--- src/verilog/opn_pkg.sv ---
package opn_pkg;

	// ------------------------------
	// widths with a meaning
	// ------------------------------

	typedef logic [7:0] bus_byte_t;   // host data and register addresses.
	typedef logic [9:0] timer_a_t;    // timer A load value.
	typedef logic [7:0] timer_b_t;    // timer B load value.
	typedef logic [3:0] lfo_t;        // enable bit on top of a 3 bit rate.
	typedef logic [2:0] kon_ch_t;
	typedef logic [3:0] kon_slot_t;

	// ------------------------------
	// global register map
	// ------------------------------

	localparam bus_byte_t ADDR_LFO   = 8'h22;
	localparam bus_byte_t ADDR_TA_HI = 8'h24;   // value bits 9..2.
	localparam bus_byte_t ADDR_TA_LO = 8'h25;   // value bits 1..0.
	localparam bus_byte_t ADDR_TB    = 8'h26;
	localparam bus_byte_t ADDR_TCTRL = 8'h27;
	localparam bus_byte_t ADDR_KON   = 8'h28;

	// fields of the timer control register.
	localparam int TCTRL_LOAD_A = 0;
	localparam int TCTRL_LOAD_B = 1;
	localparam int TCTRL_EN_A   = 2;
	localparam int TCTRL_EN_B   = 3;
	localparam int TCTRL_RST_A  = 4;
	localparam int TCTRL_RST_B  = 5;

	// timer B advances once for every 16 host ticks.
	localparam int TIMER_B_PRESCALE = 16;

endpackage

--- src/verilog/opn_host_if.sv ---
`timescale 1ns/1ns

module opn_host_if
	(
	input  logic               mclk,
	input  logic               rst_i,
	input  logic               bus_req_i,
	input  logic               bus_a0_i,
	input  opn_pkg::bus_byte_t bus_data_i,
	output logic               bus_ack_o,
	output opn_pkg::bus_byte_t sel_addr_o,
	output opn_pkg::bus_byte_t wr_data_o,
	output logic               wr_stb_o
	);

	typedef enum logic [1:0] {
		ST_IDLE,
		ST_ACK,
		ST_RELEASE
	} state_t;

	state_t             state_q;
	state_t             state_d;
	logic               is_data_q;
	opn_pkg::bus_byte_t sel_addr_q;
	opn_pkg::bus_byte_t wr_data_q;
	logic               accept;

	assign accept = (state_q == ST_IDLE) && bus_req_i;

	// ------------------------------
	// four-phase handshake
	// ------------------------------

	always_comb begin
		state_d = state_q;
		case (state_q)
			ST_IDLE: begin
				if (bus_req_i)
					state_d = ST_ACK;
			end
			ST_ACK: begin
				// the strobe cycle lasts exactly one clock.
				if (bus_req_i)
					state_d = ST_RELEASE;
				else
					state_d = ST_IDLE;
			end
			ST_RELEASE: begin
				if (!bus_req_i)
					state_d = ST_IDLE;
			end
			default: state_d = ST_IDLE;
		endcase
	end

	always_ff @(posedge mclk) begin
		if (rst_i)
			state_q <= ST_IDLE;
		else
			state_q <= state_d;
	end

	always_ff @(posedge mclk) begin
		if (rst_i) begin
			sel_addr_q <= '0;
			is_data_q  <= 1'b0;
		end else if (accept) begin
			is_data_q <= bus_a0_i;
			if (!bus_a0_i)
				sel_addr_q <= bus_data_i;   // address stays until the next address transfer.
		end
	end

	always_ff @(posedge mclk) begin
		if (accept && bus_a0_i)
			wr_data_q <= bus_data_i;
	end

	assign bus_ack_o  = (state_q != ST_IDLE);
	assign wr_stb_o   = (state_q == ST_ACK) && is_data_q;
	assign sel_addr_o = sel_addr_q;
	assign wr_data_o  = wr_data_q;

	// ------------------------------
	// protocol checks
	// ------------------------------

	ack_needs_req: assert property (@(posedge mclk) disable iff (rst_i)
		$rose(bus_ack_o) |-> $past(bus_req_i));

	stb_one_cycle: assert property (@(posedge mclk) disable iff (rst_i)
		wr_stb_o |=> !wr_stb_o);

endmodule

--- src/verilog/opn_global_regs.sv ---
`timescale 1ns/1ns

module opn_global_regs
	(
	input  logic                mclk,
	input  logic                rst_i,
	input  opn_pkg::bus_byte_t  sel_addr_i,
	input  opn_pkg::bus_byte_t  wr_data_i,
	input  logic                wr_stb_i,
	output opn_pkg::lfo_t       lfo_o,
	output opn_pkg::kon_ch_t    kon_ch_o,
	output opn_pkg::kon_slot_t  kon_slot_o,
	output opn_pkg::timer_a_t   ta_val_o,
	output logic                ta_run_o,
	output logic                ta_en_o,
	output logic                ta_clr_o,
	output opn_pkg::timer_b_t   tb_val_o,
	output logic                tb_run_o,
	output logic                tb_en_o,
	output logic                tb_clr_o
	);

	opn_pkg::lfo_t      lfo_q;
	opn_pkg::kon_ch_t   kon_ch_q;
	opn_pkg::kon_slot_t kon_slot_q;
	opn_pkg::timer_a_t  ta_val_q;
	opn_pkg::timer_b_t  tb_val_q;
	logic               ta_run_q;
	logic               ta_en_q;
	logic               tb_run_q;
	logic               tb_en_q;
	logic               ta_clr_q;
	logic               tb_clr_q;
	logic               tctrl_wr;

	assign tctrl_wr = wr_stb_i && (sel_addr_i == opn_pkg::ADDR_TCTRL);

	// ------------------------------
	// register storage
	// ------------------------------

	always_ff @(posedge mclk) begin
		if (rst_i) begin
			lfo_q      <= '0;
			kon_ch_q   <= '0;
			kon_slot_q <= '0;
			ta_val_q   <= '0;
			tb_val_q   <= '0;
			ta_run_q   <= 1'b0;
			ta_en_q    <= 1'b0;
			tb_run_q   <= 1'b0;
			tb_en_q    <= 1'b0;
		end else if (wr_stb_i) begin
			case (sel_addr_i)
				opn_pkg::ADDR_LFO:   lfo_q <= wr_data_i[3:0];
				opn_pkg::ADDR_TA_HI: ta_val_q[9:2] <= wr_data_i;
				opn_pkg::ADDR_TA_LO: ta_val_q[1:0] <= wr_data_i[1:0];
				opn_pkg::ADDR_TB:    tb_val_q <= wr_data_i;
				opn_pkg::ADDR_TCTRL: begin
					ta_run_q <= wr_data_i[opn_pkg::TCTRL_LOAD_A];
					tb_run_q <= wr_data_i[opn_pkg::TCTRL_LOAD_B];
					ta_en_q  <= wr_data_i[opn_pkg::TCTRL_EN_A];
					tb_en_q  <= wr_data_i[opn_pkg::TCTRL_EN_B];
				end
				opn_pkg::ADDR_KON: begin
					kon_ch_q   <= wr_data_i[2:0];
					kon_slot_q <= wr_data_i[7:4];
				end
				default: ;   // unused addresses are ignored.
			endcase
		end
	end

	// the reset bits of 0x27 are not stored, they only fire once.
	always_ff @(posedge mclk) begin
		if (rst_i) begin
			ta_clr_q <= 1'b0;
			tb_clr_q <= 1'b0;
		end else begin
			ta_clr_q <= tctrl_wr && wr_data_i[opn_pkg::TCTRL_RST_A];
			tb_clr_q <= tctrl_wr && wr_data_i[opn_pkg::TCTRL_RST_B];
		end
	end

	assign lfo_o      = lfo_q;
	assign kon_ch_o   = kon_ch_q;
	assign kon_slot_o = kon_slot_q;
	assign ta_val_o   = ta_val_q;
	assign ta_run_o   = ta_run_q;
	assign ta_en_o    = ta_en_q;
	assign ta_clr_o   = ta_clr_q;
	assign tb_val_o   = tb_val_q;
	assign tb_run_o   = tb_run_q;
	assign tb_en_o    = tb_en_q;
	assign tb_clr_o   = tb_clr_q;

endmodule

--- src/verilog/opn_timer.sv ---
`timescale 1ns/1ns

module opn_timer
	#(
	parameter int CNT_W    = 10,
	parameter int PRESCALE = 1
	)
	(
	input  logic             mclk,
	input  logic             rst_i,
	input  logic             tick_i,
	input  logic [CNT_W-1:0] load_val_i,
	input  logic             run_i,
	input  logic             en_i,
	input  logic             clr_i,
	output logic             status_o
	);

	logic [CNT_W-1:0] cnt_q;
	logic             count_en;
	logic             ovf;
	logic             status_q;

	// ------------------------------
	// tick prescaler
	// ------------------------------

	generate
		if (PRESCALE > 1) begin : g_prescale
			localparam int PS_W = $clog2(PRESCALE);

			logic [PS_W-1:0] ps_q;
			logic            ps_wrap;

			assign ps_wrap = (ps_q == PS_W'(PRESCALE - 1));

			// held at zero while stopped so the first period is exact.
			always_ff @(posedge mclk) begin
				if (rst_i || !run_i)
					ps_q <= '0;
				else if (tick_i) begin
					if (ps_wrap)
						ps_q <= '0;
					else
						ps_q <= ps_q + 1'b1;
				end
			end

			assign count_en = run_i && tick_i && ps_wrap;
		end else begin : g_direct
			assign count_en = run_i && tick_i;
		end
	endgenerate

	// ------------------------------
	// counter and status flag
	// ------------------------------

	assign ovf = count_en && (cnt_q == {CNT_W{1'b1}});

	always_ff @(posedge mclk) begin
		if (rst_i)
			cnt_q <= '0;
		else if (!run_i || ovf)
			cnt_q <= load_val_i;   // reload on overflow as well as while stopped.
		else if (count_en)
			cnt_q <= cnt_q + 1'b1;
	end

	always_ff @(posedge mclk) begin
		if (rst_i || clr_i)
			status_q <= 1'b0;
		else if (ovf && en_i)
			status_q <= 1'b1;
	end

	assign status_o = status_q;

	// a new status flag always comes from a running, enabled timer.
	status_from_run: assert property (@(posedge mclk) disable iff (rst_i)
		$rose(status_o) |-> $past(run_i && en_i));

endmodule

--- src/verilog/opn_reg_top.sv ---
`timescale 1ns/1ns

module opn_reg_top
	(
	input  logic               mclk,
	input  logic               rst_i,
	input  logic               bus_req_i,
	input  logic               bus_a0_i,
	input  opn_pkg::bus_byte_t bus_data_i,
	input  logic               tick_i,
	output logic               bus_ack_o,
	output opn_pkg::lfo_t      lfo_o,
	output opn_pkg::kon_ch_t   kon_ch_o,
	output opn_pkg::kon_slot_t kon_slot_o,
	output logic               timer_a_status_o,
	output logic               timer_b_status_o
	);

	opn_pkg::bus_byte_t sel_addr;
	opn_pkg::bus_byte_t wr_data;
	logic               wr_stb;

	opn_pkg::timer_a_t  ta_val;
	logic               ta_run;
	logic               ta_en;
	logic               ta_clr;
	opn_pkg::timer_b_t  tb_val;
	logic               tb_run;
	logic               tb_en;
	logic               tb_clr;

	opn_host_if u_host (
		.mclk       (mclk),
		.rst_i      (rst_i),
		.bus_req_i  (bus_req_i),
		.bus_a0_i   (bus_a0_i),
		.bus_data_i (bus_data_i),
		.bus_ack_o  (bus_ack_o),
		.sel_addr_o (sel_addr),
		.wr_data_o  (wr_data),
		.wr_stb_o   (wr_stb)
	);

	opn_global_regs u_regs (
		.mclk       (mclk),
		.rst_i      (rst_i),
		.sel_addr_i (sel_addr),
		.wr_data_i  (wr_data),
		.wr_stb_i   (wr_stb),
		.lfo_o      (lfo_o),
		.kon_ch_o   (kon_ch_o),
		.kon_slot_o (kon_slot_o),
		.ta_val_o   (ta_val),
		.ta_run_o   (ta_run),
		.ta_en_o    (ta_en),
		.ta_clr_o   (ta_clr),
		.tb_val_o   (tb_val),
		.tb_run_o   (tb_run),
		.tb_en_o    (tb_en),
		.tb_clr_o   (tb_clr)
	);

	// timer A counts every host tick.
	opn_timer #(.CNT_W($bits(opn_pkg::timer_a_t)), .PRESCALE(1)) u_timer_a (
		.mclk       (mclk),
		.rst_i      (rst_i),
		.tick_i     (tick_i),
		.load_val_i (ta_val),
		.run_i      (ta_run),
		.en_i       (ta_en),
		.clr_i      (ta_clr),
		.status_o   (timer_a_status_o)
	);

	opn_timer #(
		.CNT_W    ($bits(opn_pkg::timer_b_t)),
		.PRESCALE (opn_pkg::TIMER_B_PRESCALE)
	) u_timer_b (
		.mclk       (mclk),
		.rst_i      (rst_i),
		.tick_i     (tick_i),
		.load_val_i (tb_val),
		.run_i      (tb_run),
		.en_i       (tb_en),
		.clr_i      (tb_clr),
		.status_o   (timer_b_status_o)
	);

endmodule

--- config.mk ---
export PLATFORM = sky130hd
export DESIGN_NAME = opn_reg_top
export DESIGN_NICKNAME = d
export VERILOG_FILES = /design/src/verilog/opn_pkg.sv /design/src/verilog/opn_host_if.sv /design/src/verilog/opn_global_regs.sv /design/src/verilog/opn_timer.sv /design/src/verilog/opn_reg_top.sv
export SDC_FILE = /design/constraint.sdc
export NUM_CORES = 1
export LEC_CHECK = 0
export BUFFER_PORTS_ARGS = -buffer_cell sky130_fd_sc_hd__buf_2
export CAP_MARGIN = 20
export CORE_MARGIN = 2
export CORE_UTILIZATION = 59
export CTS_CLUSTER_SIZE = 40
export DETAILED_ROUTE_END_ITERATION = 6
export GPL_ROUTABILITY_DRIVEN = 0
export PLACE_DENSITY_LB_ADDON = 0.25
export SETUP_SLACK_MARGIN = 0.1
export SYNTH_ARGS = -nofsm -noshare
export SYNTH_HDL_FRONTEND = slang
export SYNTH_SLANG_ARGS = --single-unit
--- constraint.sdc ---
create_clock -name mclk -period 2.1 [get_ports mclk]
set_input_delay 0.42 -clock mclk [delete_from_list [all_inputs] [get_ports mclk]]
set_output_delay 0.42 -clock mclk [all_outputs]
set_load 0.05 [all_outputs]
==> out/metrics.yaml, run 1 <==
yosys:
  ys_seq_area_share_pct: 49.8
  synth-edff-count: 8
  syn_area_mm2: 0.00330
  ys.flop_type: "dfxtp_1"
  syn_nets: 358
  synth.top_cells.by_area: "dfxtp_1 42%, mux2i_1 11%, edfxtp_1 7.3%"
  async_flop_share_pct: 0
  synth_top_area_share_pct: 42.5
  synthCells: 342
  yosysTopAreaCell: "dfxtp_1"
  avgSynthCellArea_um2: 9.65
  yosysUniqueCellTypes: 52
  yosysWarnings: 0
  ys_seq_elements: 78
clock_network:
  cts.htree.levels: 3
  clock_latency_ps: 340
  cts_sinks: 78
  cts_root_buffer: "clkbuf_8"
  cts_buffers: 9
  cts_tree: "built"
  clk_pin_slew_ps: 80
  clockBufferDepth: 2
sta:
  timing.final.crit_share_pct: 90.6
  layout_setup_ws_ps: 197
  setup_viol: 0
  worst_pin_slew_ps: 534
  fin_skew_ps: 5.75
  slew_headroom_pct: 64.3
  slew_viol_final: 0
  finalHoldViolations: 0
  hold_ws_ps: 266
  fin_crit_ps: 1900
  fmax_mhz: 525
  rsz0062_at_grt: "false"
  finalSetupTns_ps: 0
power_and_ir_drop:
  irDropWorstVdd_mv: 0.576
  power.density_mw_per_mm2: 730
  power.total_mw: 2.71
  p_leak_nw: 1.47
die:
  core-area_mm2: 0.00544
  start_util_pct: 60.7
  die_area_mm2: 0.00621
  chipWidth_um: 78.8
  rows: 27
  ios: 27
  die_h_um: 78.8
place:
  dp.cells: 430
  portBuffers: 26
  dpl-instance-area_mm2: 0.00351
  place_ws_ps: 104
  dp_hpwl_mm: 4.56
layout:
  fin_nets: 385
  n_antenna_cell: 0
  drive_gt1_share_pct: 14.7
  postLayoutCellArea_mm2: 0.00371
  finalCoreUtilization_pct: 68.2
  fin_cells: 446
  syn2layout_area_growth_pct: 12.4
worst_setup_path:
  reg2reg_to: "u_timer_b.cnt_q[3]"
  reg2reg_slack_ps: 200
  endpoint: "u_timer_b.cnt_q[3]"
  critical-path-max-stage-delay_ps: 550
  path_class: "reg -> reg"
  path_max_fanout: 7
  startpoint_type: "flip-flop"
  critPathCaptureType: "flip-flop"
  worstPathArrival_ps: 2130
  worstRegToRegCells: 5
  slowest_stage: "o41a_4"
  crit_start: "u_timer_b.cnt_q[1]"
  required_ps: 2330
  path_cells: "ha_4, inv_1, o41a_4, and4_1, or3_1"
  r2r-start: "u_timer_b.cnt_q[1]"
grt:
  grt_use_total_pct: 23.5
  grt_max_degree: 67
  overflow: 0
  grt_pass1_vias: 2394
  grt_first_pass_wirelength_mm: 11.4
  antenna_found_initial: 0
detailed_routing:
  antenna_left: 0
  dr.pass1.iters: 5
  vias: 2624
  wl_per_cell_um: 15.0
  viasPerCell: 5.88
  drcViolationCount: 0
  drt-total-wl_mm: 6.71
  drtIter0Drc: 198
min_path:
  hold_path_class: "in -> reg"
  hold_path.startpoint: "bus_data_i[0]"
outcome:
  status: "finished clean"
flow_run:
  maxCapViolations: 0
==> final cells by class <==
class / instances / area [um2]
sequential: 78 / 1640
clock buffer: 11 / 131
timing repair buffer: 32 / 188
clock inverter: 5 / 51.3
multi-input combinational: 243 / 1590
inverter: 5 / 18.8
tap: 72 / 90.1
fill: 436 / 1730
==> synthesized netlist by cell type (5+ instances only) <==
cell,number
clkbuf_1,12
nor3_1,9
nand4_1,12
a21oi_1,14
nand2_1,33
a211oi_1,5
nand3_1,7
dfxtp_1,70
a31oi_1,8
inv_1,5
nor2b_1,5
edfxtp_1,8
xor2_1,5
nor2_1,49
mux2i_1,35
xnor2_1,6
==> power by group <==
part           leakage (nW)  internal [mW]  switching, mW  total, mW
Clock                0.0907          0.542          0.523       1.07
Sequential            0.640           1.52         0.0196       1.54
Combinational         0.737         0.0356         0.0640     0.0996
==> sequential cells by signal, summed over array words and instances (netlist names), 4 cells and up <==
register	cells
u_regs.ta_val_o	10
u_timer_a.cnt_q	10
u_host.sel_addr_o	8
u_host.wr_data_o	8
u_regs.tb_val_o	8
u_timer_b.cnt_q	8
u_regs.kon_slot_o	4
u_regs.lfo_o	4
u_timer_b.g_prescale.ps_q	4
==> cell usage in the layout (no fill, tap or decap), types with 3 or more instances in the layout <==
master / instances
or3_1: 3
nor3_1: 9
nor4_1: 4
buf_2: 26
nor2b_1: 5
edfxtp_1: 8
a31oi_1: 8
xnor2_1: 6
buf_4: 5
xor2_1: 5
a211oi_1: 5
inv_1: 5
dfxtp_1: 69
clkbuf_8: 9
nand4_1: 12
nand3_1: 7
nor3b_1: 4
a21oi_1: 14
o31ai_1: 3
mux2i_1: 35
and2_1: 4
nor2_1: 49
nand2_1: 33
==> metal layers <==
metal | vias to the layer above | track usage (%) | share of wire [%] | routed length [um]
met1 | 1248 | 31.1 | 46 | 3100
met3 | 8 | 4.77 | 4.7 | 317
li1 | 1285 | - | - | -
met2 | 83 | 36.8 | 48 | 3190
met4 | 0 | 11.6 | 1.4 | 95
met5 | - | 0 | 0 | 0
==> critical path, delay by kind of cell, from the launching register on <==
family | cells | cell delay (ps)
buffers and inverters | 1 | 90
adders and majority gates | 1 | 190
DFF | 1 | 420
AOI/OAI and AO/OA | 1 | 550
and+or+nand+nor | 2 | 530
==> worst min path at each step <==
stage	to	slack, ps	cells past startpoint
after global routing	u_host.wr_data_o[3]	250	1
final	u_host.wr_data_o[0]	270	1
after detailed placement	u_timer_b.status_o	380	1
after floorplan	u_timer_b.status_o	370	1
after CTS	u_host.wr_data_o[0]	260	1
after global placement	u_timer_b.status_o	380	1
==> cells by family after synthesis <==
| kind of cell | count (synthesis) | share of synthesized area (%) |
|---|---|---|
| AND/OR/NAND/NOR | 149 | 23.4 |
| flip-flops | 78 | 49.8 |
| AO/OA/AOI/OAI | 45 | 9.63 |
| multiplexers | 35 | 10.6 |
| buffers and inverters | 21 | 2.58 |
| XOR/XNOR | 11 | 2.92 |
| adder cells (fa/ha/maj) | 3 | 1.14 |
==> what timing repair did <==
action / 4_1_cts / 5_1_grt
hold endpoints to repair: 0 / 0
setup buffers: 0 / 0
hold buffers: 0 / 0
resized for setup: 1 / 2
setup endpoints to repair: 1 / 1
Power figures use the tool's default switching activity.
==> run 2, diff against run 1 <==
--- a/config.mk
+++ b/config.mk
@@ -5,6 +5,7 @@
 export SDC_FILE = /design/constraint.sdc
 export NUM_CORES = 1
 export LEC_CHECK = 0
+export ABC_AREA = 1
 export BUFFER_PORTS_ARGS = -buffer_cell sky130_fd_sc_hd__buf_2
 export CAP_MARGIN = 20
 export CORE_MARGIN = 2
==> out/metrics.yaml, run 2 <==
worst_setup_path:
  r2r-start: "u_host.sel_addr_o[7]"
  worstRegToRegCells: 6  # +1
  reg2reg_to: "u_regs.tb_val_o[5]"
  worstPathArrival_ps: 1830  # -300 ps
  path_max_fanout: 13  # +6
  startpoint_type: "flip-flop"
  reg2reg_slack_ps: 500  # +300 ps
  path_class: "reg -> reg"
  required_ps: 2330  # about the same
  critPathCaptureType: "flip-flop"
layout:
  most-common-layout-cells: "83 x nand2_1, 70 x dfxtp_1, 55 x nor2_1, 55 x a21oi_1"
  fin_cells: 571  # +28%
  layout_commonest_cell: "nand2_1"
  fill_cells: 527  # +21%
  finalCoreUtilization_pct: 66.2  # -1.9 points
  fin_nets: 507  # +32%
  syn2layout_area_growth_pct: 10.3
  drive_gt1_share_pct: 14.1  # -0.59 points
  n_antenna_cell: 0  # unchanged
clock_network:
  postCtsSetupBuffers: 0  # unchanged
  clk_pin_slew_ps: 80  # about the same
  cts_sinks: 78  # unchanged
  cts_root_buffer: "clkbuf_8"
  clockBufferDepth: 2  # unchanged
  clock_latency_ps: 350  # about the same
  cts_tree: "built"
  cts_buffers: 9  # unchanged
  cts.htree.levels: 3  # unchanged
yosys:
  yosysMostFrequentCell: "nand2_1"
  synth_top_area_share_pct: 40.1  # -2.3 points
  ys_seq_area_share_pct: 47.0  # -2.7 points
  synth-edff-count: 8  # unchanged
  yosysTopAreaCell: "dfxtp_1"
  yosysUniqueCellTypes: 33  # -37%
  async_flop_share_pct: 0  # unchanged
  syn_area_mm2: 0.00349  # +5.8%
  ys.flop_type: "dfxtp_1"
  syn_nets: 478  # +34%
  synthCells: 462  # +35%
  avgSynthCellArea_um2: 7.56  # -22%
  synth.top_cells.by_area: "dfxtp_1 40%, nand2_1 8.9%, a21oi_1 7.9%"
  ys_seq_elements: 78  # unchanged
  synth_common_cells: "83 x nand2_1, 70 x dfxtp_1, 55 x a21oi_1, 55 x nor2_1"
  yosysWarnings: 0  # unchanged
sta:
  finalHoldViolations: 0  # unchanged
  slew_viol_final: 0  # unchanged
  worst_pin_slew_ps: 631  # +97.1 ps
  timing.final.crit_share_pct: 76.3  # -14 points
  fmax_mhz: 624  # +19%
  fin_crit_ps: 1600  # -301 ps
  finalSetupTns_ps: 0  # unchanged
  fin_skew_ps: 8.55  # +2.80 ps
  setup_viol: 0  # unchanged
  slew_headroom_pct: 57.8  # -6.5 points
  rsz0062_at_grt: "false"
min_path:
  whs_path_depth: 1  # unchanged
  hold_path.startpoint: "bus_data_i[6]"
  hold_path_class: "in -> reg"
  min_to: "u_host.wr_data_o[6]"
place:
  portBuffers: 26  # unchanged
  dp.cells: 555  # +29%
  dp_hpwl_mm: 5.10  # +12%
grt:
  overflow: 0  # unchanged
  antenna_found_initial: 0  # unchanged
  grt_first_pass_wirelength_mm: 12.0  # +5.7%
  grt_max_degree: 47  # -30%
  grt_pass1_vias: 2697  # +13%
  grt_use_total_pct: 23.7  # +0.17 points
detailed_routing:
  drt-total-wl_mm: 7.20  # +7.4%
  drcViolationCount: 0  # unchanged
  antenna_left: 0  # unchanged
  wl_per_cell_um: 12.6  # -16%
  drtIter0Drc: 221  # +12%
  viasPerCell: 5.14  # -13%
  dr.pass1.iters: 4  # -1
  vias: 2933  # +12%
outcome:
  status: "finished clean"
power_and_ir_drop:
  p_leak_nw: 1.55  # +5.4%
  irDropWorstVdd_mv: 0.545  # -5.3%
  power.density_mw_per_mm2: 702  # -3.8%
die:
  chipWidth_um: 80.9  # +2.7%
  start_util_pct: 60.0  # -0.62 points
  ios: 27  # unchanged
  die_h_um: 80.9  # +2.7%
  rows: 28  # +3.7%
  core-area_mm2: 0.00582  # +6.9%
  die_area_mm2: 0.00655  # +5.5%
flow_run:
  maxCapViolations: 0  # unchanged
==> run 2: layout make-up <==
| class | instances | area, um2 | share of cell area [%] |
|---|---|---|---|
| multi-input combinational | 322 | 1580 | 41.1 |
| tap | 75 | 93.8 | 2.44 |
| timing repair buffer | 31 | 168 | 4.35 |
| clock inverter | 7 | 53.8 | 1.40 |
| clock buffer | 9 | 124 | 3.22 |
| sequential | 78 | 1640 | 42.6 |
| inverter | 49 | 186 | 4.84 |
==> run 2: metrics by stage <==
stage,hold WS [ps],setup slack (ps),cell area [um2],total power [mW]
final,255,498,3850,2.70
after global routing,252,264,3850,2.80
after global placement,380,435,3670,1.70
after CTS,250,334,3850,2.72
after detailed placement,389,373,3670,1.70
after floorplan,373,462,3490,1.66
==> run 2: power by group <==
group | total (mW) | switching, mW | internal [mW]
sequential | 1.54 | 0.0193 | 1.52
combinational | 0.127 | 0.0909 | 0.0364
clock | 1.03 | 0.590 | 0.444
==> run 2: per-layer routing <==
layer | up-vias | share of wire, % | routed length [um] | global-route usage, %
li1 | 1570 | - | - | -
met1 | 1275 | 46 | 3340 | 31.1
met2 | 78 | 47 | 3370 | 38.1
met3 | 10 | 5.1 | 367 | 4.56
met4 | 0 | 1.6 | 116 | 10.3
met5 | - | 0 | 0 | 0
==> run 2: worst max path at each step <==
stage	from	to	slack, ps	depth (start not counted)
2_1_floorplan	u_host.state_q[0]	u_host.wr_data_o[0]	460	5
3_3_place_gp	u_host.state_q[1]	u_regs.tb_val_o[2]	440	5
3_5_place_dp	u_host.state_q[1]	u_regs.tb_val_o[5]	370	5
4_1_cts	u_host.state_q[1]	u_regs.tb_val_o[5]	330	5
5_1_grt	u_host.sel_addr_o[7]	u_regs.tb_val_o[5]	260	6
6_report	u_host.sel_addr_o[7]	u_regs.tb_val_o[5]	500	6
==> run 2: timing repair <==
action,CTS,global route
hold buffers,0,0
resized for setup,0,1
setup endpoints to repair,0,1
==> run 2: critical path: stages, from the launching register on <==
cell,delay [ps]
dfxtp_1,300
inv_1,70
nand4_1,200
nor2_4,320
nand2_1,290
o21ai_0,240
a21oi_1,60
==> run 2: cells by family (layout without fill, tap and decap cells) <==
kind of cell	after synthesis	after routing	synth area share (%)
DFF	78	78	47.0
AOI/OAI and AO/OA	105	105	15.4
adders and majority gates	3	3	1.07
xor gates and xnor gates	8	8	2.01
buffers and inverters	62	96	7.77
and+or+nand+nor	206	206	26.7
